<file path="src/lamp_params.svh">
`ifndef LAMP_PARAMS_SVH
`define LAMP_PARAMS_SVH

// bytes per host frame
// mode, intensity, index, r, g, b, w
`define LAMP_FRAME_BYTES 7

// duty and pwm counter width
`define LAMP_PWM_BITS 8

// entries in the fixed colour table
`define LAMP_PALETTE_DEPTH 16

`endif

</file>
<file path="src/lamp_frame_pkg.sv">
`include "lamp_params.svh"

package lamp_frame_pkg;

    // mode byte opcodes, anything else acts as off
    typedef enum logic [7:0] {
        MODE_OFF     = 8'd0,
        MODE_DIRECT  = 8'd1,
        MODE_PALETTE = 8'd2
    } lamp_mode_e;

    // byte position inside a frame, in wire order
    typedef enum logic [$clog2(`LAMP_FRAME_BYTES)-1:0] {
        FLD_MODE,
        FLD_LINT,
        FLD_INDEX,
        FLD_RED,
        FLD_GREEN,
        FLD_BLUE,
        FLD_WHITE
    } frame_field_e;

    // spi receiver
    typedef enum logic {
        SPI_IDLE,
        SPI_SHIFT
    } spi_state_e;

endpackage

</file>
<file path="src/lamp_color_pkg.sv">
`include "lamp_params.svh"

package lamp_color_pkg;

    // one colour channel, also used as a pwm duty
    typedef logic [`LAMP_PWM_BITS-1:0] duty_t;

    // palette address, low nibble of the index byte
    typedef logic [$clog2(`LAMP_PALETTE_DEPTH)-1:0] palette_idx_t;

    // handy constants for the table
    localparam duty_t DUTY_MIN = '0;
    localparam duty_t DUTY_MAX = '1;

endpackage

</file>
<file path="src/spi_slave_rx.sv">
`timescale 1ns/1ps
`include "lamp_params.svh"

module spi_slave_rx (
    input  logic                  clk12,
    input  logic                  rst,
    input  logic                  sck,
    input  logic                  cs,
    input  logic                  mosi,
    output lamp_color_pkg::duty_t rx_byte,
    output logic                  rx_rdy,
    output logic                  frame_start,
    output logic                  frame_abort
);

    // two sync flops plus one history flop for edges
    logic [2:0] sck_q;
    logic [2:0] cs_q;
    logic [1:0] mosi_q;

    logic sck_rise;
    logic cs_fall;
    logic cs_rise;

    lamp_frame_pkg::spi_state_e   state;
    lamp_color_pkg::duty_t        shift_reg;
    logic [$clog2(`LAMP_PWM_BITS)-1:0] bit_cnt;

    always_ff @(posedge clk12) begin
        if (rst) begin
            sck_q  <= '0;
            // cs idles high, avoids a false frame start
            cs_q   <= '1;
            mosi_q <= '0;
        end else begin
            sck_q  <= {sck_q[1:0], sck};
            cs_q   <= {cs_q[1:0], cs};
            mosi_q <= {mosi_q[0], mosi};
        end
    end

    // edge detect on the synchronized copies
    assign sck_rise = sck_q[1] & ~sck_q[2];
    assign cs_fall  = ~cs_q[1] & cs_q[2];
    assign cs_rise  = cs_q[1] & ~cs_q[2];

    always_ff @(posedge clk12) begin
        if (rst) begin
            state       <= lamp_frame_pkg::SPI_IDLE;
            bit_cnt     <= '0;
            rx_rdy      <= 1'b0;
            frame_start <= 1'b0;
            frame_abort <= 1'b0;
        end else begin
            rx_rdy      <= 1'b0;
            frame_start <= cs_fall;
            frame_abort <= cs_rise;
            case (state)
                lamp_frame_pkg::SPI_IDLE: begin
                    if (cs_fall) begin
                        // new frame, restart byte alignment
                        bit_cnt <= '0;
                        state   <= lamp_frame_pkg::SPI_SHIFT;
                    end
                end
                lamp_frame_pkg::SPI_SHIFT: begin
                    if (cs_rise) begin
                        state <= lamp_frame_pkg::SPI_IDLE;
                    end else if (sck_rise) begin
                        bit_cnt <= bit_cnt + 1'b1;
                        // last bit of the byte, counter wraps by itself
                        if (bit_cnt == '1) begin
                            rx_rdy <= 1'b1;
                        end
                    end
                end
                default: state <= lamp_frame_pkg::SPI_IDLE;
            endcase
        end
    end

    // data path, msb first
    always_ff @(posedge clk12) begin
        if (state == lamp_frame_pkg::SPI_SHIFT && sck_rise) begin
            shift_reg <= {shift_reg[`LAMP_PWM_BITS-2:0], mosi_q[1]};
            if (bit_cnt == '1) begin
                rx_byte <= {shift_reg[`LAMP_PWM_BITS-2:0], mosi_q[1]};
            end
        end
    end

endmodule

</file>
<file path="src/frame_dispenser.sv">
`timescale 1ns/1ps
`include "lamp_params.svh"

module frame_dispenser (
    input  logic                         clk12,
    input  logic                         rst,
    input  lamp_color_pkg::duty_t        rx_byte,
    input  logic                         rx_rdy,
    input  logic                         frame_start,
    input  logic                         frame_abort,
    output logic [7:0]                   mode,
    output lamp_color_pkg::duty_t        lint,
    output lamp_color_pkg::palette_idx_t color_idx,
    output lamp_color_pkg::duty_t        red,
    output lamp_color_pkg::duty_t        green,
    output lamp_color_pkg::duty_t        blue,
    output lamp_color_pkg::duty_t        white,
    output logic                         commit
);

    localparam lamp_frame_pkg::frame_field_e LAST_FIELD =
        lamp_frame_pkg::frame_field_e'(`LAMP_FRAME_BYTES - 1);

    lamp_frame_pkg::frame_field_e state;
    // set between frame_start and the last byte or an abort
    logic active;

    // shadow copies, filled byte by byte
    logic [7:0]                   mode_sh;
    lamp_color_pkg::duty_t        lint_sh;
    lamp_color_pkg::palette_idx_t idx_sh;
    lamp_color_pkg::duty_t        red_sh;
    lamp_color_pkg::duty_t        green_sh;
    lamp_color_pkg::duty_t        blue_sh;

    always_ff @(posedge clk12) begin
        if (rst) begin
            state  <= lamp_frame_pkg::FLD_MODE;
            active <= 1'b0;
            commit <= 1'b0;
        end else begin
            commit <= 1'b0;
            if (frame_start) begin
                state  <= lamp_frame_pkg::FLD_MODE;
                active <= 1'b1;
            end else if (frame_abort) begin
                // short frame, shadows simply never get copied
                active <= 1'b0;
            end else if (active && rx_rdy) begin
                if (state == LAST_FIELD) begin
                    active <= 1'b0;
                    commit <= 1'b1;
                end else begin
                    state <= lamp_frame_pkg::frame_field_e'(state + 1'b1);
                end
            end
        end
    end

    // byte steering into shadows
    always_ff @(posedge clk12) begin
        if (active && rx_rdy && !frame_start && !frame_abort) begin
            case (state)
                lamp_frame_pkg::FLD_MODE:  mode_sh  <= rx_byte;
                lamp_frame_pkg::FLD_LINT:  lint_sh  <= rx_byte;
                // upper nibble dropped
                lamp_frame_pkg::FLD_INDEX: idx_sh   <= rx_byte[3:0];
                lamp_frame_pkg::FLD_RED:   red_sh   <= rx_byte;
                lamp_frame_pkg::FLD_GREEN: green_sh <= rx_byte;
                lamp_frame_pkg::FLD_BLUE:  blue_sh  <= rx_byte;
                default: ;
            endcase
        end
    end

    // all fields move together, white straight from the last byte
    always_ff @(posedge clk12) begin
        if (rst) begin
            mode      <= lamp_frame_pkg::MODE_OFF;
            lint      <= '0;
            color_idx <= '0;
            red       <= '0;
            green     <= '0;
            blue      <= '0;
            white     <= '0;
        end else if (active && rx_rdy && !frame_start && !frame_abort
                     && state == LAST_FIELD) begin
            mode      <= mode_sh;
            lint      <= lint_sh;
            color_idx <= idx_sh;
            red       <= red_sh;
            green     <= green_sh;
            blue      <= blue_sh;
            white     <= rx_byte;
        end
    end

endmodule

</file>
<file path="src/palette_lookup.sv">
`timescale 1ns/1ps

module palette_lookup (
    input  logic                         clk12,
    input  logic                         rst,
    input  lamp_color_pkg::palette_idx_t color_idx,
    output lamp_color_pkg::duty_t        pal_red,
    output lamp_color_pkg::duty_t        pal_green,
    output lamp_color_pkg::duty_t        pal_blue,
    output lamp_color_pkg::duty_t        pal_white
);

    // one rgbw word per entry, red in the top byte
    logic [31:0] entry;

    always_comb begin
        case (color_idx)
            4'd0:  entry = 32'h00_00_00_00; // black
            4'd1:  entry = 32'hff_00_00_00; // red
            4'd2:  entry = 32'h00_ff_00_00; // green
            4'd3:  entry = 32'h00_00_ff_00; // blue
            4'd4:  entry = 32'hff_ff_00_00; // yellow
            4'd5:  entry = 32'h00_ff_ff_00; // cyan
            4'd6:  entry = 32'hff_00_ff_00; // magenta
            4'd7:  entry = 32'h00_00_00_ff; // white led only
            4'd8:  entry = 32'hff_60_10_c0; // warm white
            4'd9:  entry = 32'h40_60_ff_c0; // cold white
            4'd10: entry = 32'hff_80_00_00; // orange
            4'd11: entry = 32'h80_00_ff_00; // violet
            4'd12: entry = 32'h80_ff_00_00; // lime
            4'd13: entry = 32'hff_40_80_20; // pink
            4'd14: entry = 32'h20_20_20_20; // dim grey
            4'd15: entry = 32'hff_ff_ff_ff; // everything on
            default: entry = 32'h00_00_00_00;
        endcase
    end

    always_ff @(posedge clk12) begin
        if (rst) begin
            pal_red   <= lamp_color_pkg::DUTY_MIN;
            pal_green <= lamp_color_pkg::DUTY_MIN;
            pal_blue  <= lamp_color_pkg::DUTY_MIN;
            pal_white <= lamp_color_pkg::DUTY_MIN;
        end else begin
            pal_red   <= entry[31:24];
            pal_green <= entry[23:16];
            pal_blue  <= entry[15:8];
            pal_white <= entry[7:0];
        end
    end

endmodule

</file>
<file path="src/color_mixer.sv">
`timescale 1ns/1ps
`include "lamp_params.svh"

module color_mixer (
    input  logic                  clk12,
    input  logic                  rst,
    input  logic                  commit,
    input  logic [7:0]            mode,
    input  lamp_color_pkg::duty_t lint,
    input  lamp_color_pkg::duty_t red,
    input  lamp_color_pkg::duty_t green,
    input  lamp_color_pkg::duty_t blue,
    input  lamp_color_pkg::duty_t white,
    input  lamp_color_pkg::duty_t pal_red,
    input  lamp_color_pkg::duty_t pal_green,
    input  lamp_color_pkg::duty_t pal_blue,
    input  lamp_color_pkg::duty_t pal_white,
    output lamp_color_pkg::duty_t duty_red,
    output lamp_color_pkg::duty_t duty_green,
    output lamp_color_pkg::duty_t duty_blue,
    output lamp_color_pkg::duty_t duty_white
);

    // palette is one cycle behind the frame fields
    logic commit_d;
    // lint + 1, so 255 means unity gain
    logic [`LAMP_PWM_BITS:0] gain;

    lamp_color_pkg::duty_t src_red;
    lamp_color_pkg::duty_t src_green;
    lamp_color_pkg::duty_t src_blue;
    lamp_color_pkg::duty_t src_white;

    // v * gain, keep the upper byte
    function automatic lamp_color_pkg::duty_t scale(
        input lamp_color_pkg::duty_t   v,
        input logic [`LAMP_PWM_BITS:0] g
    );
        logic [2*`LAMP_PWM_BITS-1:0] prod;
        begin
            prod = v * g;
            return prod[2*`LAMP_PWM_BITS-1:`LAMP_PWM_BITS];
        end
    endfunction

    assign gain = {1'b0, lint} + 1'b1;

    // source select, unknown modes fall to black
    always_comb begin
        case (lamp_frame_pkg::lamp_mode_e'(mode))
            lamp_frame_pkg::MODE_DIRECT: begin
                src_red   = red;
                src_green = green;
                src_blue  = blue;
                src_white = white;
            end
            lamp_frame_pkg::MODE_PALETTE: begin
                src_red   = pal_red;
                src_green = pal_green;
                src_blue  = pal_blue;
                src_white = pal_white;
            end
            default: begin
                src_red   = lamp_color_pkg::DUTY_MIN;
                src_green = lamp_color_pkg::DUTY_MIN;
                src_blue  = lamp_color_pkg::DUTY_MIN;
                src_white = lamp_color_pkg::DUTY_MIN;
            end
        endcase
    end

    always_ff @(posedge clk12) begin
        if (rst) begin
            commit_d   <= 1'b0;
            duty_red   <= '0;
            duty_green <= '0;
            duty_blue  <= '0;
            duty_white <= '0;
        end else begin
            commit_d <= commit;
            // duties land two cycles after commit
            if (commit_d) begin
                duty_red   <= scale(src_red, gain);
                duty_green <= scale(src_green, gain);
                duty_blue  <= scale(src_blue, gain);
                duty_white <= scale(src_white, gain);
            end
        end
    end

endmodule

</file>
<file path="src/pwm_gen.sv">
`timescale 1ns/1ps

module pwm_gen (
    input  logic                  clk12,
    input  logic                  rst,
    input  lamp_color_pkg::duty_t duty_red,
    input  lamp_color_pkg::duty_t duty_green,
    input  lamp_color_pkg::duty_t duty_blue,
    input  lamp_color_pkg::duty_t duty_white,
    output logic                  red_pin,
    output logic                  green_pin,
    output logic                  blue_pin,
    output logic                  white_pin
);

    // shared period counter, 0..255
    lamp_color_pkg::duty_t cnt;
    // duties held for a whole period, r g b w
    lamp_color_pkg::duty_t lat [4];
    lamp_color_pkg::duty_t duty_in [4];
    logic [3:0]            pin_q;

    assign duty_in[0] = duty_red;
    assign duty_in[1] = duty_green;
    assign duty_in[2] = duty_blue;
    assign duty_in[3] = duty_white;

    always_ff @(posedge clk12) begin
        if (rst) begin
            cnt   <= '0;
            lat   <= '{default: '0};
            pin_q <= '0;
        end else begin
            cnt <= cnt + 1'b1;
            for (int i = 0; i < 4; i++) begin
                // new duties take effect as cnt wraps to 0
                if (cnt == lamp_color_pkg::DUTY_MAX) begin
                    lat[i] <= duty_in[i];
                end
                // high for exactly lat cycles per period
                pin_q[i] <= (cnt < lat[i]);
            end
        end
    end

    assign red_pin   = pin_q[0];
    assign green_pin = pin_q[1];
    assign blue_pin  = pin_q[2];
    assign white_pin = pin_q[3];

endmodule

</file>
<file path="src/rgbw_lamp.sv">
`timescale 1ns/1ps

module rgbw_lamp (
    input  logic clk12,
    input  logic rst,
    input  logic sck,
    input  logic mosi,
    input  logic cs,
    output logic red_pin,
    output logic green_pin,
    output logic blue_pin,
    output logic white_pin
);

    // receiver to dispenser
    lamp_color_pkg::duty_t rx_byte;
    logic rx_rdy;
    logic frame_start;
    logic frame_abort;

    // committed frame fields
    logic [7:0]                   mode;
    lamp_color_pkg::duty_t        lint;
    lamp_color_pkg::palette_idx_t color_idx;
    lamp_color_pkg::duty_t        red;
    lamp_color_pkg::duty_t        green;
    lamp_color_pkg::duty_t        blue;
    lamp_color_pkg::duty_t        white;
    logic                         commit;

    // palette colour
    lamp_color_pkg::duty_t pal_red;
    lamp_color_pkg::duty_t pal_green;
    lamp_color_pkg::duty_t pal_blue;
    lamp_color_pkg::duty_t pal_white;

    // mixer to pwm
    lamp_color_pkg::duty_t duty_red;
    lamp_color_pkg::duty_t duty_green;
    lamp_color_pkg::duty_t duty_blue;
    lamp_color_pkg::duty_t duty_white;

    spi_slave_rx u_spi_rx (
        .clk12       (clk12),
        .rst         (rst),
        .sck         (sck),
        .cs          (cs),
        .mosi        (mosi),
        .rx_byte     (rx_byte),
        .rx_rdy      (rx_rdy),
        .frame_start (frame_start),
        .frame_abort (frame_abort)
    );

    frame_dispenser u_dispenser (
        .clk12       (clk12),
        .rst         (rst),
        .rx_byte     (rx_byte),
        .rx_rdy      (rx_rdy),
        .frame_start (frame_start),
        .frame_abort (frame_abort),
        .mode        (mode),
        .lint        (lint),
        .color_idx   (color_idx),
        .red         (red),
        .green       (green),
        .blue        (blue),
        .white       (white),
        .commit      (commit)
    );

    palette_lookup u_palette (
        .clk12     (clk12),
        .rst       (rst),
        .color_idx (color_idx),
        .pal_red   (pal_red),
        .pal_green (pal_green),
        .pal_blue  (pal_blue),
        .pal_white (pal_white)
    );

    color_mixer u_mixer (
        .clk12      (clk12),
        .rst        (rst),
        .commit     (commit),
        .mode       (mode),
        .lint       (lint),
        .red        (red),
        .green      (green),
        .blue       (blue),
        .white      (white),
        .pal_red    (pal_red),
        .pal_green  (pal_green),
        .pal_blue   (pal_blue),
        .pal_white  (pal_white),
        .duty_red   (duty_red),
        .duty_green (duty_green),
        .duty_blue  (duty_blue),
        .duty_white (duty_white)
    );

    pwm_gen u_pwm (
        .clk12      (clk12),
        .rst        (rst),
        .duty_red   (duty_red),
        .duty_green (duty_green),
        .duty_blue  (duty_blue),
        .duty_white (duty_white),
        .red_pin    (red_pin),
        .green_pin  (green_pin),
        .blue_pin   (blue_pin),
        .white_pin  (white_pin)
    );

endmodule

</file>
<file path="config.mk">
export PLATFORM = sky130hd
export DESIGN_NAME = rgbw_lamp
export DESIGN_NICKNAME = d
export VERILOG_FILES = /design/src/lamp_frame_pkg.sv /design/src/lamp_color_pkg.sv /design/src/spi_slave_rx.sv /design/src/frame_dispenser.sv /design/src/palette_lookup.sv /design/src/color_mixer.sv /design/src/pwm_gen.sv /design/src/rgbw_lamp.sv
export VERILOG_INCLUDE_DIRS = /design/src
export SDC_FILE = /design/constraint.sdc
export NUM_CORES = 1
export LEC_CHECK = 0
export BUFFER_PORTS_ARGS = -buffer_cell sky130_fd_sc_hd__buf_4
export CAP_MARGIN = 20
export CORE_AREA = 2 2 207 209
export CTS_BUF_LIST = sky130_fd_sc_hd__clkbuf_4 sky130_fd_sc_hd__clkbuf_8 sky130_fd_sc_hd__clkbuf_16
export DETAILED_ROUTE_END_ITERATION = 10
export DIE_AREA = 0 0 209 211
export PLACE_DENSITY_LB_ADDON = 0.15
export SYNTH_ARGS = -nofsm -noshare
export SYNTH_HDL_FRONTEND = slang
export SYNTH_HIERARCHICAL = 1
export SYNTH_SLANG_ARGS = --single-unit
</file>
<file path="constraint.sdc">
create_clock -name clk12 -period 17.4 [get_ports clk12]
set_input_delay 3.48 -clock clk12 [delete_from_list [all_inputs] [get_ports clk12]]
set_output_delay 3.48 -clock clk12 [all_outputs]
set_load 0.02 [all_outputs]
</file>
==> results of run 1 <==
[per-stage QoR]
| step | setup WS, ns | total power [uW] | cells | util, % | instance area [um2] |
|---|---|---|---|---|---|
| final | 10.50 | 1080 | 2455 | 46.5 | 19400 |
| after global routing | 9.95 | 1120 | 2454 | 46.5 | 19400 |
| after CTS | 10.57 | 1100 | 2454 | 46.5 | 19400 |
| after detailed placement | 10.60 | 573 | 2406 | 44.5 | 18600 |
| after global placement | 10.74 | 573 | 2406 | 44.5 | 18600 |
| after floorplan | 11.84 | 566 | 1947 | - | 18300 |
[cells in the mapped netlist, drive strengths merged (3+ instances only)]
| library cell | n | area, um2 |
|---|---|---|
| nor2 | 277 | 1040 |
| inv | 252 | 948 |
| nand2b | 181 | 1140 |
| ha | 172 | 2150 |
| dfxtp | 164 | 3280 |
| fa | 160 | 3200 |
| mux2i | 98 | 981 |
| clkbuf | 61 | 229 |
| edfxtp | 59 | 1770 |
| nand2 | 57 | 216 |
| a21oi | 54 | 270 |
| or2 | 44 | 275 |
| buf | 40 | 374 |
| o21ai | 37 | 189 |
| nand3 | 27 | 145 |
| a22oi | 26 | 195 |
| xnor2 | 24 | 210 |
| nor2b | 18 | 113 |
| a211oi | 15 | 113 |
| nand3b | 15 | 138 |
| and3 | 12 | 80.1 |
| a211o | 11 | 96.3 |
| nand4 | 11 | 68.8 |
| nor3 | 10 | 71.3 |
| xor2 | 10 | 87.6 |
| nor4 | 9 | 68.8 |
| or3 | 9 | 66.3 |
| a31oi | 8 | 50.1 |
| nand4b | 8 | 70.1 |
| a2111oi | 7 | 61.3 |
| and2 | 7 | 45.1 |
| o21bai | 7 | 52.6 |
| a21o | 6 | 45.0 |
| o211ai | 5 | 37.5 |
| a221o | 3 | 30.0 |
| a311o | 3 | 30.0 |
| o221ai | 3 | 26.3 |
| o22ai | 3 | 18.8 |
| o311ai | 3 | 26.3 |
| or4 | 3 | 26.3 |
[worst register-to-register path: stages, from the launching register on]
cell and delay, ns:
dfxtp_1 0.72, nor2b_1 0.30, and3_1 0.79, a22oi_1 0.43, or2_2 0.42, fa_1 0.51, fa_1 0.56, inv_1 0.05
fa_1 0.49, fa_1 0.42, ha_1 0.29, inv_1 0.04, a2111oi_0 0.78, a31oi_1 0.32, a211oi_1 0.35, mux2i_1 0.22
a21oi_1 0.08
[logic make-up after synthesis]
group	Yosys count	synth area share (%)
flops	223	27.6
fa+ha+maj	332	29.3
buf+inv	354	8.50
xor+xnor	34	1.63
simple gates	697	19.9
mux	98	5.36
compound gates	209	7.69
[worst max-delay path by stage]
stage | start | end | slack [ns] | depth (start not counted)
floorplan | u_dispenser/mode[7] | u_mixer/duty_red[7] | 11.84 | 20
global placement | u_dispenser/mode[1] | u_mixer/duty_white[5] | 10.74 | 16
CTS | u_dispenser/mode[1] | u_mixer/duty_green[6] | 10.57 | 16
global route | u_dispenser/mode[1] | u_mixer/duty_green[6] | 9.95 | 16
finish | u_dispenser/mode[1] | u_mixer/duty_white[5] | 10.50 | 16
detailed placement | u_dispenser/mode[1] | u_mixer/duty_green[6] | 10.60 | 16
[routing by layer]
| layer | part of all wire (%) | vias to the layer above | track usage (%) | wire [um] |
|---|---|---|---|---|
| li1 | - | 6244 | - | - |
| met1 | 48 | 6094 | 25.8 | 19600 |
| met2 | 47 | 173 | 32.6 | 19200 |
| met3 | 3.4 | 42 | 2.59 | 1410 |
| met4 | 1.7 | 0 | 4.16 | 695 |
| met5 | 0 | - | 0 | 0 |
[cell type report]
cell class	count	area, um2
fillers	3965	22300
multi-input cells	1370	11700
flip-flops and latches	223	5050
inverters	253	952
clock buffers	34	729
well taps	539	674
repair buffers	21	158
clock inverters	14	106
diodes	1	2.50
[power by group]
part           leakage [uW]  switching, uW  internal [uW]
Combinational       0.00586           13.4           12.7
Clock              0.000418            217            298
Sequential          0.00185           3.10            532
Total               0.00814            233            843
==> results.cfg, run 1 <==
[drt]
ant_nets = 0
drcViolationCount = 0
wl_um = 40800
firstDrtPassIters = 5
drtIter0Drc = 627
routedWlPerCell_um = 16.6
vias_per_cell = 5.11
vias = 12600

[timing]
setup_viol = 0
period_share_pct = 39.7
worst_slew_pin_slew_ns = 1.03
slew_headroom_pct = 31.2
hold_viol_final = 0
fmax_mhz = 145
finalSetupTns_ns = 0
maxSlewViolCount = 0
skew_ns = 0.0210
rsz0062_at_grt = no
whs_ns = 0.410
min_period_ns = 6.90

[critical_path]
crit_top_cell = fa_1
critPathKind = reg -> reg
critPathLaunchType = flop
worst_setup_path_end_kind = flop
crit_arrival_ns = 7.30
r2r_setup_slack_ns = 10.50
worstPathCellList = nor2b_1 -> and3_1 -> a22oi_1 -> or2_2 -> fa_1 -> fa_1 -> inv_1 -> fa_1 -> fa_1 -> ha_1 -> inv_1 -> a2111oi_0 -> a31oi_1 -> a211oi_1 -> mux2i_1 -> a21oi_1
worst_r2r_endpoint = u_mixer/duty_white[5]
critPathMaxFanout = 24
max_stage_delay_ns = 0.79
critical_path_required_ns = 17.80
r2r_start = u_dispenser/mode[1]
ff2ff_path_depth = 16
worstPathBufferInverterCount = 2
slowest_stage = and3_1
cp_top_family = adder cells

[pwr]
powerDensity_nw_per_um2 = 55.5
leakagePower_uw = 0.00814
ir_drop_mv = 0.0648

[placed_design]
io_buffers = 8
gp_congestion = 0.851
dp_hpwl_um = 30500

[finish]
num-nets-final = 2232
regMostFlops = u_pwm/lat
drive_above_1_share_pct = 7.21
layout_common_cells = 277 x nor2_1, 251 x inv_1, 180 x nand2b_1
area_growth_pct = 6.11
layout_commonest_cell = nor2_1
largest_register_ffs = 32

[clock_network]
cts_tree = built
clk_latency_ns = 0.55
cts-root-buf = clkbuf_16
ctsHoldBuffers = 0
cts_max_level = 1
cts_buffers = 26
clock-sinks = 223
cts_max_path_buffers = 3
cts_resized = 0
path_clk_slew_ns = 0.06
cts_setup_buffers = 0

[floorplanning]
die_width_um = 209
pin_count = 9
fp.dieArea_um2 = 44100
rows = 75
core_area_um2 = 41800
fp.dieH_um = 211
start_util_pct = 43.8

[logic_synthesis]
synthesis.nets = 2284
synth.distinct_cells = 80
yosys_most_used_dff = dfxtp_1
async_reset_ff_share_pct = 0
synth-edff-count = 59
syn_inst = 1947
syn_avg_cell_area_um2 = 9.40
ys.warnings.count = 6
synth.yosys.seq_area_share_pct = 27.6
yosys_register_bits = 223
syn_area_um2 = 18300

[worst_hold_path]
min_from = u_spi_rx/cs_q[0]
whs_endpoint = u_spi_rx/cs_q[1]
hold_path_depth = 1
worstHoldPathType = reg -> reg

[grt]
antenna_found_initial = 1
grt_first_pass_wirelength_um = 68000
grt_pass1_vias = 12900
grt_max_degree = 102
overflow = 0
track_usage_pct = 19.1

[run_status]
status = finished clean

[run]
cap_violations = 0
(Power assumes the default switching activity.)
==> run 2, diff against run 1 <==
clock period = 6.4 ns   (was 17.4 ns; I/O delays follow)
==> results.cfg, run 2 (same netlist as run 1, synthesis figures left out) <==
[timing]
skew_ns = 0.0233
period_share_pct = 94.2
finalSetupTns_ns = 0
setup_viol = 0
rsz0062_at_grt = no
fmax_mhz = 166
whs_ns = 0.409
maxSlewViolCount = 0
hold_viol_final = 0
worst_slew_pin_slew_ns = 1.03
slew_headroom_pct = 31.0
setup_ws_ns = 0.372
min_period_ns = 6.03

[clock_network]
clock-sinks = 223
cts_max_level = 1
cts-root-buf = clkbuf_16
cts_max_path_buffers = 3
cts_setup_buffers = 0
cts_tree = built
clk_latency_ns = 0.55
cts_buffers = 24
path_clk_slew_ns = 0.06

[finish]
diodes = 0
drive_above_1_share_pct = 8.68
num-nets-final = 2266
largest_register_ffs = 32
layout_commonest_cell = nor2_1
nFillCells = 3932
regMostFlops = u_pwm/lat
fin_cells = 2486
layout_common_cells = 277 x nor2_1, 251 x inv_1, 180 x nand2b_1
area_growth_pct = 7.66
final_cell_area_um2 = 19700

[placed_design]
io_buffers = 8
dpl_worst_slack_ns = 0.377
place.detailed.instances = 2442
dp_hpwl_um = 31700
gp_congestion = 0.830
placed_cell_area_um2 = 18900

[critical_path]
worstPathBufferInverterCount = 3
slowest_stage = a2111oi_0
crit_top_cell = fa_1
critical_path_required_ns = 6.86
critPathKind = reg -> reg
max_stage_delay_ns = 0.68
worst_setup_path_end_kind = flop
critPathLaunchType = flop
crit_arrival_ns = 6.49
worstPathCellList = or4_4 -> a211o_1 -> or2_2 -> fa_1 -> fa_1 -> inv_1 -> fa_1 -> fa_1 -> ha_1 -> inv_1 -> a2111oi_0 -> a211oi_1 -> buf_4 -> or4_1 -> a31oi_1
critPathMaxFanout = 10
cp_top_family = adder cells

[grt]
grt_first_pass_wirelength_um = 68700
track_usage_pct = 19.3
grt_max_degree = 101
grt_pass1_vias = 13100
overflow = 0
antenna_found_initial = 0

[drt]
vias_per_cell = 5.10
wl_um = 41400
drcViolationCount = 0
ant_nets = 0
vias = 12700
routedWlPerCell_um = 16.7
drtIter0Drc = 619
firstDrtPassIters = 5

[run]
cap_violations = 0

[floorplanning]
fp.dieH_um = 211
start_util_pct = 43.8
core_area_um2 = 41800
fp.dieArea_um2 = 44100
pin_count = 9
die_width_um = 209
rows = 75

[pwr]
powerDensity_nw_per_um2 = 151
leakagePower_uw = 0.00830
ir_drop_mv = 0.200

[run_status]
status = finished clean

[worst_hold_path]
worstHoldPathType = reg -> reg
-- run 2: per-stage QoR --
step                utilization [%]  total power, uW
floorplan                         -             1540
global route                   47.2             3090
global placement               45.2             1560
detailed placement             45.2             1560
finish                         47.2             2980
CTS                            47.2             3030
-- run 2: layer usage --
layer | wire length, um | up-vias | GRT usage [%]
li1 | - | 6330 | -
met1 | 19600 | 6093 | 26.1
met2 | 19500 | 209 | 33.2
met3 | 1440 | 55 | 2.62
met4 | 874 | 0 | 4.36
met5 | 0 | - | 0
-- run 2: cell type report --
cell class,instances,area (um2),share of cell area [%]
clock buffers,30,664,3.37
clock inverters,14,173,0.877
inverters,253,952,4.83
multi-input cells,1370,11700,59.6
flip-flops and latches,223,5050,25.7
well taps,539,674,3.42
repair buffers,57,440,2.24
-- run 2: worst paths after layout --
check	to	from	cells past startpoint	slack, ns
max	u_mixer/duty_green[5]	u_dispenser/mode[7]	15	0.37
min	u_spi_rx/cs_q[1]	u_spi_rx/cs_q[0]	1	0.41
max reg2reg	u_mixer/duty_green[5]	u_dispenser/mode[7]	15	0.37
min reg2reg	u_spi_rx/cs_q[1]	u_spi_rx/cs_q[0]	1	0.41
-- run 2: what timing repair did --
action	4_1_cts	5_1_grt
setup endpoints to repair	0	4
hold buffers	0	0
gates resized for setup	0	1
-- run 2: report_power, final --
part	internal, uW	switching [uW]
combinational	34.7	36.0
clock	864	593
sequential	1450	7.91
==> run 3, diff against run 2 <==
--- a/config.mk
+++ b/config.mk
@@ -8,5 +8,5 @@
 export LEC_CHECK = 0
 export BUFFER_PORTS_ARGS = -buffer_cell sky130_fd_sc_hd__buf_4
-export CAP_MARGIN = 20
+export CAP_MARGIN = 0
 export CORE_AREA = 2 2 207 209
 export CTS_BUF_LIST = sky130_fd_sc_hd__clkbuf_4 sky130_fd_sc_hd__clkbuf_8 sky130_fd_sc_hd__clkbuf_16
==> constraint.sdc (replaced) <==
create_clock -name clk12 -period 6.4 [get_ports clk12]
set_input_delay 0.96 -clock clk12 [delete_from_list [all_inputs] [get_ports clk12]]
set_output_delay 0.96 -clock clk12 [all_outputs]
set_load 0.02 [all_outputs]
==> results.cfg, run 3 (same netlist as run 1, synthesis figures left out) <==
[run_status]
status = finished clean

[placed_design]
dp_hpwl_um = 31600
dpl_worst_slack_ns = 0.355
io_buffers = 8
gp_congestion = 0.852

[finish]
drive_above_1_share_pct = 8.64
regMostFlops = u_pwm/lat
largest_register_ffs = 32
diodes = 0
num-nets-final = 2263
layout_common_cells = 277 x nor2_1, 251 x inv_1, 180 x nand2b_1
area_growth_pct = 7.60
layout_commonest_cell = nor2_1
nFillCells = 3964

[timing]
setup_viol = 0
min_period_ns = 5.90
maxSlewViolCount = 0
skew_ns = 0.0338
fmax_mhz = 169
rsz0062_at_grt = no
slew_headroom_pct = 32.8
hold_viol_final = 0
period_share_pct = 92.2
worst_slew_pin_slew_ns = 1.00
setup_ws_ns = 0.499
finalSetupTns_ns = 0

[pwr]
seq_power_share_pct = 48.6
ir_drop_mv = 0.250
power.internal_uw = 2380
powerDensity_nw_per_um2 = 152
combPwrFrac_pct = 2.4
leakagePower_uw = 0.00829
power_switching_uw = 614
clockPowerShare_pct = 49.0
swShare_pct = 20.5

[clock_network]
cts_max_path_buffers = 3
cts_setup_buffers = 0
cts_tree = built
cts_resized = 0
clock-sinks = 223
cts_buffers = 24
ctsHoldBuffers = 0
cts_max_level = 1
cts-root-buf = clkbuf_16
path_clk_slew_ns = 0.06
clk_latency_ns = 0.54

[critical_path]
critPathLaunchType = flop
critPathMaxFanout = 16
critical_path_required_ns = 6.78
worst_setup_path_end_kind = flop
crit_arrival_ns = 6.28
critPathKind = reg -> reg

[drt]
drtIter0Drc = 716
wl_um = 40800
routedWlPerCell_um = 16.4
vias = 12700
firstDrtPassIters = 5
drcViolationCount = 0
vias_per_cell = 5.11
ant_nets = 0

[worst_hold_path]
worstHoldPathType = reg -> reg

[grt]
overflow = 0
track_usage_pct = 18.9
grt_first_pass_wirelength_um = 67600
grt_pass1_vias = 13000
antenna_found_initial = 1
grt_max_degree = 85

[floorplanning]
core_area_um2 = 41800
fp.dieArea_um2 = 44100
start_util_pct = 43.8
die_width_um = 209
rows = 75
pin_count = 9
fp.dieH_um = 211

[run]
cap_violations = 0
[run 3: cell types whose count changed in the layout (fill, tap and decap cells not counted), sizes merged]
cell | previous run | this run
inv | 253 | 254
clkinvlp | 1 | 0
clkbuf | 30 | 31
bufinv | 3 | 4
buf | 57 | 54
clkinv | 10 | 8
[run 3: worst paths after layout]
check,start,to,slack (ns),cells after the start
worst max-delay path,u_dispenser/mode[7],u_mixer/duty_white[5],0.50,19
worst min-delay path,u_spi_rx/cs_q[0],u_spi_rx/cs_q[1],0.41,1
worst max register to register,u_dispenser/mode[7],u_mixer/duty_white[5],0.50,19
worst min register to register,u_spi_rx/cs_q[0],u_spi_rx/cs_q[1],0.41,1
[run 3: power groups by stage]
| stage | registers [uW] | clock network (uW) | logic (uW) |
|---|---|---|---|
| after floorplan | 1490 | 0 | 51.9 |
| after global placement | 1490 | 0 | 72.0 |
| after detailed placement | 1490 | 0 | 73.0 |
| after CTS | 1460 | 1510 | 72.8 |
| after global routing | 1460 | 1560 | 79.2 |
| final | 1460 | 1470 | 71.6 |
[run 3: critical path, cell delays in order, from the launching register on]
cell	delay, ns
dfxtp_1	0.32
nor4_1	0.37
and3_2	0.45
buf_4	0.23
a22oi_1	0.08
buf_4	0.19
or2_2	0.31
fa_1	0.47
fa_1	0.56
inv_1	0.05
fa_1	0.51
fa_1	0.42
ha_1	0.29
inv_1	0.05
a2111oi_1	0.41
buf_4	0.21
a31oi_1	0.15
a211oi_1	0.36
mux2i_1	0.22
a21oi_1	0.07
[run 3: layout make-up]
cell class                      count  area (um2)  area share [%]
Clock inverter                     13         194           0.985
Inverter                          253         952            4.84
Tap cell                          539         674            3.43
Timing Repair Buffer               54         405            2.06
Sequential cell                   223        5050            25.7
Multi-Input combinational cell   1370       11700            59.7
Clock buffer                       31         659            3.35
[run 3: through the flow]
step / utilization, % / hold slack, ns / power (uW) / cell area (um2) / std cells
after floorplan: - / 0.389 / 1540 / 18300 / 1947
after global placement: 45.1 / 0.392 / 1560 / 18800 / 2439
after detailed placement: 45.1 / 0.392 / 1560 / 18800 / 2439
after CTS: 47.1 / 0.407 / 3040 / 19700 / 2483
after global routing: 47.1 / 0.422 / 3100 / 19700 / 2483
final: 47.1 / 0.406 / 2990 / 19700 / 2483
[run 3: metal layers]
layer | vias to the layer above | track usage, % | wire (um)
met3 | 51 | 2.29 | 1410
met4 | 0 | 3.72 | 743
met2 | 224 | 32.4 | 19100
met5 | - | 0 | 0
li1 | 6307 | - | -
met1 | 6114 | 25.8 | 19600
